**src/design/nic_pkg.sv**
```systemverilog
// NIC control core definitions
`default_nettype none

package nic_pkg;

    // --------------------------------------------------
    // Widths and time constants
    // --------------------------------------------------
    localparam int DATA_W    = 32;                        // APB data word
    localparam int ADDR_W    = 5;                         // APB byte address
    localparam int PTR_W     = 32;                        // Ring pointer
    localparam int HOLDOFF_W = 16;                        // Holdoff cycle count

    localparam logic [DATA_W-1:0] NS_PER_CYCLE = 32'd4;   // 250 MHz trn_clk
    localparam logic [DATA_W-1:0] NS_PER_SEC   = 32'd1_000_000_000; // Nsecs wrap point

    // --------------------------------------------------
    // Register map in byte offsets
    // --------------------------------------------------
    localparam logic [ADDR_W-1:0] REG_SW_PTR     = 5'h00; // RW software pointer
    localparam logic [ADDR_W-1:0] REG_HW_PTR     = 5'h04; // RO hardware pointer
    localparam logic [ADDR_W-1:0] REG_IRQ_CTRL   = 5'h08; // RW enable and holdoff
    localparam logic [ADDR_W-1:0] REG_IRQ_COUNT  = 5'h0C; // RO accepted interrupts
    localparam logic [ADDR_W-1:0] REG_TIME_NSECS = 5'h10; // RO nanoseconds
    localparam logic [ADDR_W-1:0] REG_TIME_SECS  = 5'h14; // RW seconds, load on write
    localparam logic [ADDR_W-1:0] REG_TIME_CTRL  = 5'h18; // RW bit 0 timestamp enable

    // --------------------------------------------------
    // Packed types
    // --------------------------------------------------
    typedef logic [PTR_W-1:0] ptr_t;

    typedef struct packed {
        logic              psel;                          // Slave select
        logic              penable;                       // Access phase
        logic              pwrite;                        // 1 write, 0 read
        logic [ADDR_W-1:0] paddr;
        logic [DATA_W-1:0] pwdata;
    } apb_req_t;

    typedef struct packed {
        logic [DATA_W-1:0] prdata;
        logic              pready;                        // No wait states
        logic              pslverr;                       // Bad offset or RO write
    } apb_rsp_t;

    typedef struct packed {
        logic                 enable;                     // IRQ_CTRL bit 16
        logic [HOLDOFF_W-1:0] holdoff_cycles;             // IRQ_CTRL bits 15:0
    } irq_cfg_t;

    typedef struct packed {
        logic [DATA_W-HOLDOFF_W-2:0] rsvd;                // Reads as zero
        irq_cfg_t                    cfg;
    } irq_ctrl_fields_t;

    // Write word seen as a pointer or as interrupt control fields
    typedef union packed {
        ptr_t             ptr;
        irq_ctrl_fields_t ctrl;
    } ctrl_word_u;

    typedef struct packed {
        logic [DATA_W-1:0] secs;
        logic [DATA_W-1:0] nsecs;
    } sys_time_t;

    typedef enum logic [1:0] {
        IDLE    = 2'd0,                                   // Waiting for pointer mismatch
        ASSERT  = 2'd1,                                   // Request held low
        HOLDOFF = 2'd2                                    // Spacing before next request
    } irq_state_e;

endpackage

`default_nettype wire

```
**src/design/irq_holdoff_timer.sv**
```systemverilog
// Interrupt holdoff down-counter
`default_nettype none
`timescale 1ns/1ps

module irq_holdoff_timer import nic_pkg::*; (
    input  wire logic                 trn_clk,
    input  wire logic                 arst_n,
    input  wire logic                 load,               // Restart the interval
    input  wire logic [HOLDOFF_W-1:0] holdoff_cycles,     // Interval length
    output logic                      expired             // Sticky until next load
);

    logic [HOLDOFF_W-1:0] count;                          // Cycles left

    // --------------------------------------------------
    // Count down after each load
    // --------------------------------------------------
    // expired rises holdoff_cycles edges after the load edge,
    // one edge after when the interval is zero
    always_ff @(posedge trn_clk or negedge arst_n) begin
        if (!arst_n) begin
            count   <= '0;
            expired <= 1'b0;
        end else if (load) begin
            count   <= holdoff_cycles;
            expired <= 1'b0;
        end else if (!expired) begin
            if (count <= 1) begin
                count   <= '0;                            // Last cycle of the interval
                expired <= 1'b1;
            end else begin
                count   <= count - 1'b1;
            end
        end
    end

endmodule

`default_nettype wire

```
**src/design/interrupt_ctrl.sv**
```systemverilog
// Interrupt request FSM
`default_nettype none
`timescale 1ns/1ps

module interrupt_ctrl import nic_pkg::*; (
    input  wire logic         trn_clk,
    input  wire logic         arst_n,
    input  wire irq_cfg_t     irq_cfg,                    // Enable and holdoff
    input  wire ptr_t         hw_ptr,                     // Receive datapath pointer
    input  wire ptr_t         sw_ptr,                     // Host pointer
    input  wire logic         cfg_interrupt_rdy_n,        // Endpoint accept, active low
    output logic              cfg_interrupt_n,            // Request, active low
    output logic [DATA_W-1:0] irq_count                   // Accepted interrupts
);

    // --------------------------------------------------
    // Local signals
    // --------------------------------------------------
    irq_state_e state;
    irq_state_e state_nxt;
    logic       ptr_diff;                                 // Host is behind
    logic       irq_ack;                                  // Endpoint took the request
    logic       hold_expired;                             // Holdoff interval done

    assign ptr_diff = (hw_ptr != sw_ptr);
    assign irq_ack  = (state == ASSERT) & ~cfg_interrupt_rdy_n;

    // --------------------------------------------------
    // Holdoff timer
    // --------------------------------------------------
    irq_holdoff_timer holdoff_i (
        .trn_clk        (trn_clk),                        // I
        .arst_n         (arst_n),                         // I
        .load           (irq_ack),                        // I loaded on accept
        .holdoff_cycles (irq_cfg.holdoff_cycles),         // I [15:0]
        .expired        (hold_expired)                    // O
    );

    // --------------------------------------------------
    // Next state
    // --------------------------------------------------
    always_comb begin
        state_nxt = state;
        case (state)
            IDLE: begin
                if (irq_cfg.enable && ptr_diff) begin
                    state_nxt = ASSERT;                   // Request next cycle
                end
            end
            ASSERT: begin
                if (irq_ack) begin
                    state_nxt = HOLDOFF;
                end
            end
            HOLDOFF: begin
                if (hold_expired) begin
                    state_nxt = IDLE;
                end
            end
            default: state_nxt = IDLE;                    // Unused encoding
        endcase
    end

    // --------------------------------------------------
    // State, request and count
    // --------------------------------------------------
    always_ff @(posedge trn_clk or negedge arst_n) begin
        if (!arst_n) begin
            state           <= IDLE;
            cfg_interrupt_n <= 1'b1;
            irq_count       <= '0;
        end else begin
            state           <= state_nxt;
            cfg_interrupt_n <= (state_nxt != ASSERT);     // Low only in ASSERT
            if (irq_ack) begin
                irq_count <= irq_count + 1'b1;            // Completed handshake
            end
        end
    end

endmodule

`default_nettype wire

```
**src/design/sys_time.sv**
```systemverilog
// Nanosecond and second system time
`default_nettype none
`timescale 1ns/1ps

module sys_time import nic_pkg::*; (
    input  wire logic              trn_clk,
    input  wire logic              arst_n,
    input  wire logic              secs_load,             // Host write strobe
    input  wire logic [DATA_W-1:0] secs_value,            // Written seconds
    output sys_time_t              sys_time
);

    // --------------------------------------------------
    // Nanosecond step and wrap
    // --------------------------------------------------
    logic [DATA_W-1:0] ns_next;                           // Nsecs after this cycle
    logic              ns_wrap;                           // One second reached

    assign ns_next = sys_time.nsecs + NS_PER_CYCLE;
    assign ns_wrap = (ns_next >= NS_PER_SEC);

    // --------------------------------------------------
    // Time counter
    // --------------------------------------------------
    always_ff @(posedge trn_clk or negedge arst_n) begin
        if (!arst_n) begin
            sys_time <= '0;
        end else if (secs_load) begin
            // Host load restarts the second
            sys_time.secs  <= secs_value;
            sys_time.nsecs <= '0;
        end else if (ns_wrap) begin
            sys_time.secs  <= sys_time.secs + 1'b1;       // Carry into seconds
            sys_time.nsecs <= '0;
        end else begin
            sys_time.nsecs <= ns_next;                    // Free running
        end
    end

endmodule

`default_nettype wire

```
**src/design/nic_host_regs.sv**
```systemverilog
// APB host register block
`default_nettype none
`timescale 1ns/1ps

module nic_host_regs import nic_pkg::*; (
    input  wire logic              trn_clk,
    input  wire logic              arst_n,
    input  wire apb_req_t          apb_req,               // From host
    output apb_rsp_t               apb_rsp,               // To host
    input  wire ptr_t              hw_ptr,                // From receive datapath
    input  wire logic [DATA_W-1:0] irq_count,             // From interrupt_ctrl
    input  wire sys_time_t         sys_time,              // From sys_time
    output ptr_t                   sw_ptr,
    output irq_cfg_t               irq_cfg,
    output logic                   secs_load,             // One-cycle strobe
    output logic [DATA_W-1:0]      secs_value,
    output logic                   timestamp_en
);

    // --------------------------------------------------
    // Access decode
    // --------------------------------------------------
    logic       access;                                   // Access phase
    logic       wr_acc;                                   // Write access phase
    logic       mapped;                                   // Offset in the map
    logic       read_only;                                // Offset not writable
    logic       wr_ok;                                    // Write that lands
    ctrl_word_u wdata_u;                                  // Write word in two views
    ctrl_word_u rd_ctrl;                                  // IRQ_CTRL readback word

    assign access  = apb_req.psel & apb_req.penable;
    assign wr_acc  = access & apb_req.pwrite;
    assign wdata_u = apb_req.pwdata;

    always_comb begin
        mapped    = 1'b1;
        read_only = 1'b0;
        case (apb_req.paddr)
            REG_SW_PTR,
            REG_IRQ_CTRL,
            REG_TIME_SECS,
            REG_TIME_CTRL: read_only = 1'b0;
            REG_HW_PTR,
            REG_IRQ_COUNT,
            REG_TIME_NSECS: read_only = 1'b1;
            default: mapped = 1'b0;                       // Holes and unaligned
        endcase
    end

    assign wr_ok = wr_acc & mapped & ~read_only;

    // --------------------------------------------------
    // Writable registers
    // --------------------------------------------------
    always_ff @(posedge trn_clk or negedge arst_n) begin
        if (!arst_n) begin
            sw_ptr       <= '0;
            irq_cfg      <= '0;
            timestamp_en <= 1'b0;
        end else if (wr_ok) begin
            case (apb_req.paddr)
                REG_SW_PTR:    sw_ptr       <= wdata_u.ptr;      // Raw pointer view
                REG_IRQ_CTRL:  irq_cfg      <= wdata_u.ctrl.cfg; // Field view
                REG_TIME_CTRL: timestamp_en <= apb_req.pwdata[0];
                default: ;                                // Secs go to sys_time
            endcase
        end
    end

    // Seconds load lands at the edge ending the access phase
    assign secs_load  = wr_ok & (apb_req.paddr == REG_TIME_SECS);
    assign secs_value = apb_req.pwdata;

    // --------------------------------------------------
    // Read mux and response
    // --------------------------------------------------
    always_comb begin
        rd_ctrl           = '0;
        rd_ctrl.ctrl.cfg  = irq_cfg;                      // Reserved bits stay zero
    end

    always_comb begin
        apb_rsp.prdata = '0;                              // Unmapped reads zero
        case (apb_req.paddr)
            REG_SW_PTR:     apb_rsp.prdata = sw_ptr;
            REG_HW_PTR:     apb_rsp.prdata = hw_ptr;
            REG_IRQ_CTRL:   apb_rsp.prdata = rd_ctrl;
            REG_IRQ_COUNT:  apb_rsp.prdata = irq_count;
            REG_TIME_NSECS: apb_rsp.prdata = sys_time.nsecs;
            REG_TIME_SECS:  apb_rsp.prdata = sys_time.secs;
            REG_TIME_CTRL:  apb_rsp.prdata = {{(DATA_W-1){1'b0}}, timestamp_en};
            default: ;
        endcase
    end

    assign apb_rsp.pready  = 1'b1;                        // Zero wait states
    assign apb_rsp.pslverr = access & (~mapped | (apb_req.pwrite & read_only));

endmodule

`default_nettype wire

```
**src/design/nic_irq_top.sv**
```systemverilog
// NIC interrupt control core top
`default_nettype none
`timescale 1ns/1ps

module nic_irq_top import nic_pkg::*; (
    input  wire logic     trn_clk,
    input  wire logic     arst_n,
    input  wire apb_req_t apb_req,                        // Host register access
    output apb_rsp_t      apb_rsp,
    input  wire ptr_t     hw_ptr,                         // From receive datapath
    input  wire logic     cfg_interrupt_rdy_n,            // From endpoint
    output logic          cfg_interrupt_n,                // To endpoint
    output sys_time_t     sys_time,                       // Timestamp source
    output logic          timestamp_en
);

    // --------------------------------------------------
    // Internal wiring
    // --------------------------------------------------
    ptr_t              sw_ptr;                            // Host pointer
    irq_cfg_t          irq_cfg;                           // Enable and holdoff
    logic              secs_load;                         // Seconds write strobe
    logic [DATA_W-1:0] secs_value;
    logic [DATA_W-1:0] irq_count;                         // Readback count

    nic_host_regs host_regs_i (
        .trn_clk      (trn_clk),                          // I
        .arst_n       (arst_n),                           // I
        .apb_req      (apb_req),                          // I
        .apb_rsp      (apb_rsp),                          // O
        .hw_ptr       (hw_ptr),                           // I [31:0]
        .irq_count    (irq_count),                        // I [31:0]
        .sys_time     (sys_time),                         // I
        .sw_ptr       (sw_ptr),                           // O [31:0]
        .irq_cfg      (irq_cfg),                          // O
        .secs_load    (secs_load),                        // O
        .secs_value   (secs_value),                       // O [31:0]
        .timestamp_en (timestamp_en)                      // O
    );

    sys_time sys_time_i (
        .trn_clk    (trn_clk),                            // I
        .arst_n     (arst_n),                             // I
        .secs_load  (secs_load),                          // I
        .secs_value (secs_value),                         // I [31:0]
        .sys_time   (sys_time)                            // O
    );

    interrupt_ctrl interrupt_ctrl_i (
        .trn_clk             (trn_clk),                   // I
        .arst_n              (arst_n),                    // I
        .irq_cfg             (irq_cfg),                   // I
        .hw_ptr              (hw_ptr),                    // I [31:0]
        .sw_ptr              (sw_ptr),                    // I [31:0]
        .cfg_interrupt_rdy_n (cfg_interrupt_rdy_n),       // I
        .cfg_interrupt_n     (cfg_interrupt_n),           // O
        .irq_count           (irq_count)                  // O [31:0]
    );

endmodule

`default_nettype wire

```
**config.mk**
```make
export PLATFORM = sky130hd
export DESIGN_NAME = nic_irq_top
export DESIGN_NICKNAME = d
export VERILOG_FILES = /design/src/design/nic_pkg.sv /design/src/design/irq_holdoff_timer.sv /design/src/design/interrupt_ctrl.sv /design/src/design/sys_time.sv /design/src/design/nic_host_regs.sv /design/src/design/nic_irq_top.sv
export SDC_FILE = /design/constraint.sdc
export NUM_CORES = 1
export LEC_CHECK = 0
export ABC_CLOCK_PERIOD_IN_PS = 4300
export BUFFER_PORTS_ARGS = -buffer_cell sky130_fd_sc_hd__buf_4
export CORE_ASPECT_RATIO = 0.75
export CORE_MARGIN = 5
export CORE_UTILIZATION = 45
export DETAILED_ROUTE_END_ITERATION = 8
export GPL_TIMING_DRIVEN = 0
export PLACE_DENSITY = 0.66
export SLEW_MARGIN = 20
export SYNTH_ARGS = -nofsm -noshare
export SYNTH_HDL_FRONTEND = slang
export SYNTH_HIERARCHICAL = 1
export SYNTH_SLANG_ARGS = --single-unit
```
**constraint.sdc**
```tcl
create_clock -name trn_clk -period 4.3 [get_ports trn_clk]
set_input_delay 0.43 -clock trn_clk [delete_from_list [all_inputs] [get_ports trn_clk]]
set_output_delay 0.43 -clock trn_clk [all_outputs]
set_load 0.1 [all_outputs]
```
After elaboration in Yosys (flattened, before gate mapping)
Index checks and enable logic that the tools add are counted.
{ "classes": {"n_addsub": 4, "n_lt_le_gt_ge": 2, "eq_ne": 11, "n_mux": 16, "bitwise_logic": 12, "reduce_logical": 9} }
{ "ops": {"columns": ["operator", "n"], "rows": [
  ["$pmux W32 S7", 1],
  ["$add A32 B1 Y32 const B", 2],
  ["$mux W32", 2],
  ["$mux W64", 1],
  ["$mux W16", 3],
  ["$add A32 B3 Y32 const B", 1],
  ["$ge A32 B30 Y1 const B", 1],
  ["$ne A32 B32 Y1", 1],
  ["$le A16 B1 Y1 const B", 1],
  ["$sub A16 B1 Y16 const B", 1],
  ["$eq A5 B5 Y1 const B", 3],
  ["$eq A5 B4 Y1 const B", 2],
  ["$and A1 B1 Y1", 8],
  ["$reduce_or A7 Y1", 1],
  ["$mux W2", 3],
  ["$pmux W2 S3", 1],
  ["$reduce_and A2 Y1", 3],
  ["$eq A5 B3 Y1 const B", 1],
  ["$logic_not A5 Y1", 1],
  ["$mux W1", 5],
  ["$not A1 Y1", 3],
  ["$reduce_or A3 Y1", 1],
  ["$eq A2 B1 Y1 const B", 1],
  ["$eq A2 B2 Y1 const B", 1],
  ["other kinds (6)", 6]
]} }
{ "totals": {"ff_bits": 166, "input_bits": 75, "out_inout_bits": 100, "word_cells": 65} }

Longest topological paths before layout
{ "logic_depth": {"depth_word": 7, "depth_mapped": 12, "ltp_nobuf": 9} }

Hierarchy
Netlist, hierarchy kept.
{ "by_module_without_submodules": {"columns": ["module", "instances", "cells_per_inst", "area_each_um2", "seq_area_each_um2"], "rows": [
  ["sys_time", 1, 481, 4122.7, 1551.5],
  ["nic_host_regs", 1, 331, 3607.2, 1251.2],
  ["interrupt_ctrl", 1, 171, 1915.6, 877.1],
  ["irq_holdoff_timer", 1, 127, 1096.1, 425.4]
]} }

Worst setup path before layout
Ideal clock, no wire load.
{ "synth_path": {"path_kind": "reg-to-reg", "from": "register sys_time_i/sys_time[5] (netlist name)", "to": "register sys_time_i/sys_time[2] (netlist name)", "setup_ps": 163, "arrival_time_ps": 3680, "required_time_ps": 4137, "slack_ps": 457, "path_stages_with_launch": 11, "n_path_buf": 2, "synth_period_minus_slack_ps": 3843, "cell_sequence": "dfrtp_1 nand4_2 or4_4 or3_1 xnor2_1 o41ai_1 o211ai_2 o21ai_2 buf_6 buf_6 nor2_1"} }
{ "synth_via": {"elab_chain_cells": 4} }
{ "synth_lines": {"columns": ["element", "line", "source"], "rows": [
  ["$add A32 B3 Y32", "sys_time.sv:19", "assign ns_next = sys_time.nsecs + NS_PER_CYCLE;"],
  ["$ge A32 B30 Y1", "sys_time.sv:20", "assign ns_wrap = (ns_next >= NS_PER_SEC);"],
  ["$mux W32", "sys_time.sv:32", "end else if (ns_wrap) begin"],
  ["$mux W64", "sys_time.sv:28", "end else if (secs_load) begin"]
]} }
No other way between the ends.
A chain may end at the register's enable or synchronous reset.

Worst setup path after layout
{ "layout_path": {"from": "register sys_time_i/sys_time[2] (netlist name)", "to": "register sys_time_i/sys_time[43] (netlist name)"} }
{ "layout_via": {"elab_chain_cells": 3} }
{ "layout_lines": {"columns": ["element", "line"], "rows": [
  ["$add A32 B3 Y32", "sys_time.sv:19"],
  ["$ge A32 B30 Y1", "sys_time.sv:20"],
  ["$reduce_bool A2 Y1 (no source line)", null]
]} }
No other way between the ends.

==> impl_metrics.csv <==
group,metric,value,unit
sta,fin_hold_ws,-0.0108,ns
worst_setup_path,crit_chain,"ha_1, clkbuf_1, nand4_1, or3_1, mux2_2, a41oi_2, nand2_1, a21oi_4, buf_6, o221ai_1",
grt,use_met2,40.4,%
clocking,cts_tree,"built",
worst_setup_path,worstSetupStartpointType,"register",
power_and_ir_drop,netSwitchingPower,1.80,mW
cells_and_area,nets,1383,
clocking,cts_buffers,17,
sta,finalCritPeriodShare,94.4,%
worst_setup_path,path_class,"reg2reg",
yosys,syn-cell-area,0.0107,sq mm
route,ant_nets,0,
grt,grt_pass1_wl,59900,microns
clocking,cts_hold_buf,0,
clocking,ctsLongestPathBuffers,2,
yosys,synthTopCellsByArea,"dfrtp_1 (38%), xnor2_1 (6.0%), mux2_2 (5.1%)",
sta,slew_viol_final,0,
yosys,ys_types,91,
grt,grt_max_degree,87,
power_and_ir_drop,p_leak,5.67,nW
grt,antenna_found_initial,0,
sta,setup_viol,0,
clocking,cts_resized,0,
cells_and_area,diodes,0,
yosys,synth.avg_cell_area,9.68,sq um
placement,placed_cells,1590,
worst_setup_path,slowest_delay,0.57,ns
yosys,ys_warn_count,6,
power_and_ir_drop,power,4.73,mW
die,die_x,188,microns
route,wl,40000,microns
worst_setup_path,critical_path.slowest_cell,"dfrtp_1",
worst_setup_path,r2r-start,"sys_time_i/sys_time[2]",
cells_and_area,area_delta_synth_final,21.2,%
clocking,cts-root-buf,"clkbuf_16",
cells_and_area,final_util,54.9,%
clocking,htreeDepth,4,
worst_setup_path,r2r-end,"sys_time_i/sys_time[43]",
power_and_ir_drop,swShare,38.0,%
power_and_ir_drop,ir_drop,0.449,mV
route,drc,0,
clocking,worst_skew_pair.late_latency,0.44,ns
sta,maxSlewHeadroom,39.2,%
yosys,synth-edff-count,0,
cells_and_area,final_cell_area,0.0130,sq mm
worst_setup_path,reg2reg_depth,10,
sta,fin_skew,0.0120,ns
route,wl_per_cell,24.6,microns
worst_setup_path,r2r_slack,0.24,ns
die,initial_core_util,45.3,%
sta,rsz0062_at_grt,"no",
route,vias,10300,
sta,fmax,0.246,GHz
sta,post-route-min-period,4.06,ns
yosys,synth_top_area_share,38.0,%
grt,overflow,0,
worst_setup_path,cp_max_fo,10,
die,ios,175,
yosys,ys_async_sr_fraction,100,%
yosys,yosys.area.top_type,"dfrtp_1",
worst_setup_path,critPathRequiredTime,4.60,ns
die,die_h,144,microns
cells_and_area,fin_cells,1622,
clocking,clk_pin_slew_worst_paths,0.07,ns
placement,gp_congestion,0.954,
die,die_area,0.0271,sq mm
sta,finalHoldViolCount,16,
power_and_ir_drop,p_clk_share,31.5,%
outcome,status,"finished, violations left",
worst_hold_path,min_path_type,"in2async",
worst_setup_path,cp.arrival,4.36,ns
yosys,netlist_instances,1110,
sta,worst_slew_pin_slew,0.899,ns
placement,placed_area,0.0124,sq mm
clocking,postCtsSetupRepairBufs,0,
placement,hpwl,30800,microns
yosys,synthFlopType,"dfrtp_1",
grt,grt_util_met3,7.43,%
placement,io_buffers,170,
grt,grt_usage,29.1,%
die,fp-row-count,49,
power_and_ir_drop,power.density,363,mW/mm^2
outcome,violations,"negative hold slack",
cells_and_area,drive_gt1_share,27.2,%
grt,grtUsageMet1,44.6,%
route,first_pass_iters,5,
grt,grt_busiest_layer,"met1",
power_and_ir_drop,intPower,2.93,mW
yosys,ys_ff_latch,164,
route,drt_iter0_markers,1244,
route,vias_per_cell,6.33,
flow_run,max_cap_violations,0,
grt,grt_pass1_vias,9609,
die,core_area,0.0237,sq mm
sta,fin_tns_setup,0,ns
worst_setup_path,end_kind,"register",
yosys,ys_seq_area_share,38.2,%
clocking,cts_sinks,164,
power_and_ir_drop,power_frac_seq,40.8,%
power_and_ir_drop,combPwrFrac,27.7,%
==> state kept, by name, summed over array words and instances (netlist names) <==
| signal | flops |
|---|---|
| sys_time_i/sys_time | 62 |
| interrupt_ctrl_i/holdoff_i/expired | 1 |
| host_regs_i/timestamp_en | 1 |
| host_regs_i/irq_cfg | 17 |
| interrupt_ctrl_i/irq_count | 32 |
| interrupt_ctrl_i/cfg_interrupt_n | 1 |
| interrupt_ctrl_i/state | 2 |
| interrupt_ctrl_i/holdoff_i/count | 16 |
| host_regs_i/sw_ptr | 32 |
==> worst max path at each step <==
| stage | cells past startpoint | to | slack, ns | startpoint |
|---|---|---|---|---|
| after floorplan | 10 | sys_time_i/sys_time[2] | 0.46 | sys_time_i/sys_time[5] |
| after global placement | 11 | sys_time_i/sys_time[50] | 0.07 | apb_req[36] |
| after detailed placement | 10 | sys_time_i/sys_time[59] | 0.1 | apb_req[36] |
| after CTS | 11 | sys_time_i/sys_time[36] | 0.25 | sys_time_i/sys_time[2] |
| after global routing | 10 | sys_time_i/sys_time[44] | 0.06 | sys_time_i/sys_time[2] |
| final | 10 | sys_time_i/sys_time[43] | 0.24 | sys_time_i/sys_time[2] |
==> cells in the mapped netlist (all sizes together), types with 4 or more instances <==
master / n
a21oi: 38
nand4: 30
o32ai: 17
mux2i: 50
a221o: 36
xor2: 18
and2: 11
and3: 24
nor2: 87
and4: 7
nor3b: 4
o21ai: 42
nand2: 64
o22ai: 12
nor3: 33
o221a: 4
a211oi: 16
or4: 7
nand3b: 8
o221ai: 8
or3: 11
dfrtp: 163
mux2: 57
nor4b: 4
o211ai: 5
nand2b: 8
ha: 5
clkbuf: 28
a221oi: 8
buf: 65
nor4: 17
nand3: 46
o311a: 4
a22oi: 5
a31oi: 5
xnor2: 73
inv: 41
==> metal layers <==
metal  vias up  wire length (microns)
li1       4505                      -
met1      5071                  18300
met2       623                  16200
met3        67                   4450
met4         0                    983
met5         -                      0
==> power groups by stage <==
| stage | combinational (mW) | clock, mW | sequential (mW) |
|---|---|---|---|
| 2_1_floorplan | 0.677 | 0 | 2.14 |
| 3_3_place_gp | 1.27 | 0 | 1.94 |
| 3_5_place_dp | 1.29 | 0 | 1.95 |
| 4_1_cts | 1.29 | 1.52 | 1.92 |
| 5_1_grt | 1.39 | 1.59 | 1.95 |
| 6_report | 1.31 | 1.49 | 1.93 |
==> stage by stage <==
| stage | setup slack (ns) | hold slack, ns |
|---|---|---|
| 2_1_floorplan | 0.457 | 0.134 |
| 3_3_place_gp | 0.0708 | 0.466 |
| 3_5_place_dp | 0.0956 | 0.464 |
| 4_1_cts | 0.251 | 0.00450 |
| 5_1_grt | 0.0551 | 0.0276 |
| 6_report | 0.241 | -0.0108 |
==> final cells by class <==
type / instances / area [sq um]
clock inverters: 13 / 115
well taps: 306 / 383
repair buffers: 171 / 1310
clock buffers: 19 / 443
plain buffers: 93 / 566
inverters: 41 / 154
multi-input cells: 815 / 5940
fillers: 2176 / 10700
flip-flops and latches: 164 / 4110
==> worst max-delay path: cells and delay by family, from the launching register on <==
kind / cells / cell delay, ns
AO/OA/AOI/OAI: 3 / 0.95
AND/OR/NAND/NOR: 3 / 1.28
multiplexers: 1 / 0.28
buffers and inverters: 2 / 0.64
flip-flops: 1 / 0.57
adder cells (fa/ha/maj): 1 / 0.21
==> cell usage in the layout, fill, tap and decap left out, types with 11 or more instances in the layout <==
cell / synthesis / layout
xnor2_1: 73 / 73
o32ai_1: 17 / 17
clkbuf_1: 28 / 29
a221o_1: 36 / 36
and3_1: 24 / 24
nand4_1: 28 / 28
mux2_2: 49 / 49
nor4_1: 12 / 11
nor3_1: 27 / 27
buf_4: 36 / 205
buf_2: 17 / 17
o21ai_0: 30 / 30
dfrtp_1: 163 / 163
xor2_1: 18 / 18
a211oi_1: 15 / 15
nor2_1: 86 / 86
a21oi_1: 37 / 37
o21ai_1: 11 / 11
clkbuf_16: 0 / 17
nand3_1: 45 / 45
nand2_1: 64 / 64
inv_1: 40 / 40
o22ai_1: 12 / 12
mux2i_1: 50 / 50
and2_1: 11 / 11
==> cell families (layout without fill, tap and decap cells) <==
group,Yosys count,in the layout,share of synthesized area [%]
simple gates,377,377,20.0
compound gates,230,230,16.4
flops,164,164,38.2
buf+inv,134,337,6.70
mux,107,107,10.6
xor+xnor,91,91,7.42
fa+ha+maj,5,5,0.582
other cells,2,5,0.0699
(Power assumes the default switching activity.)
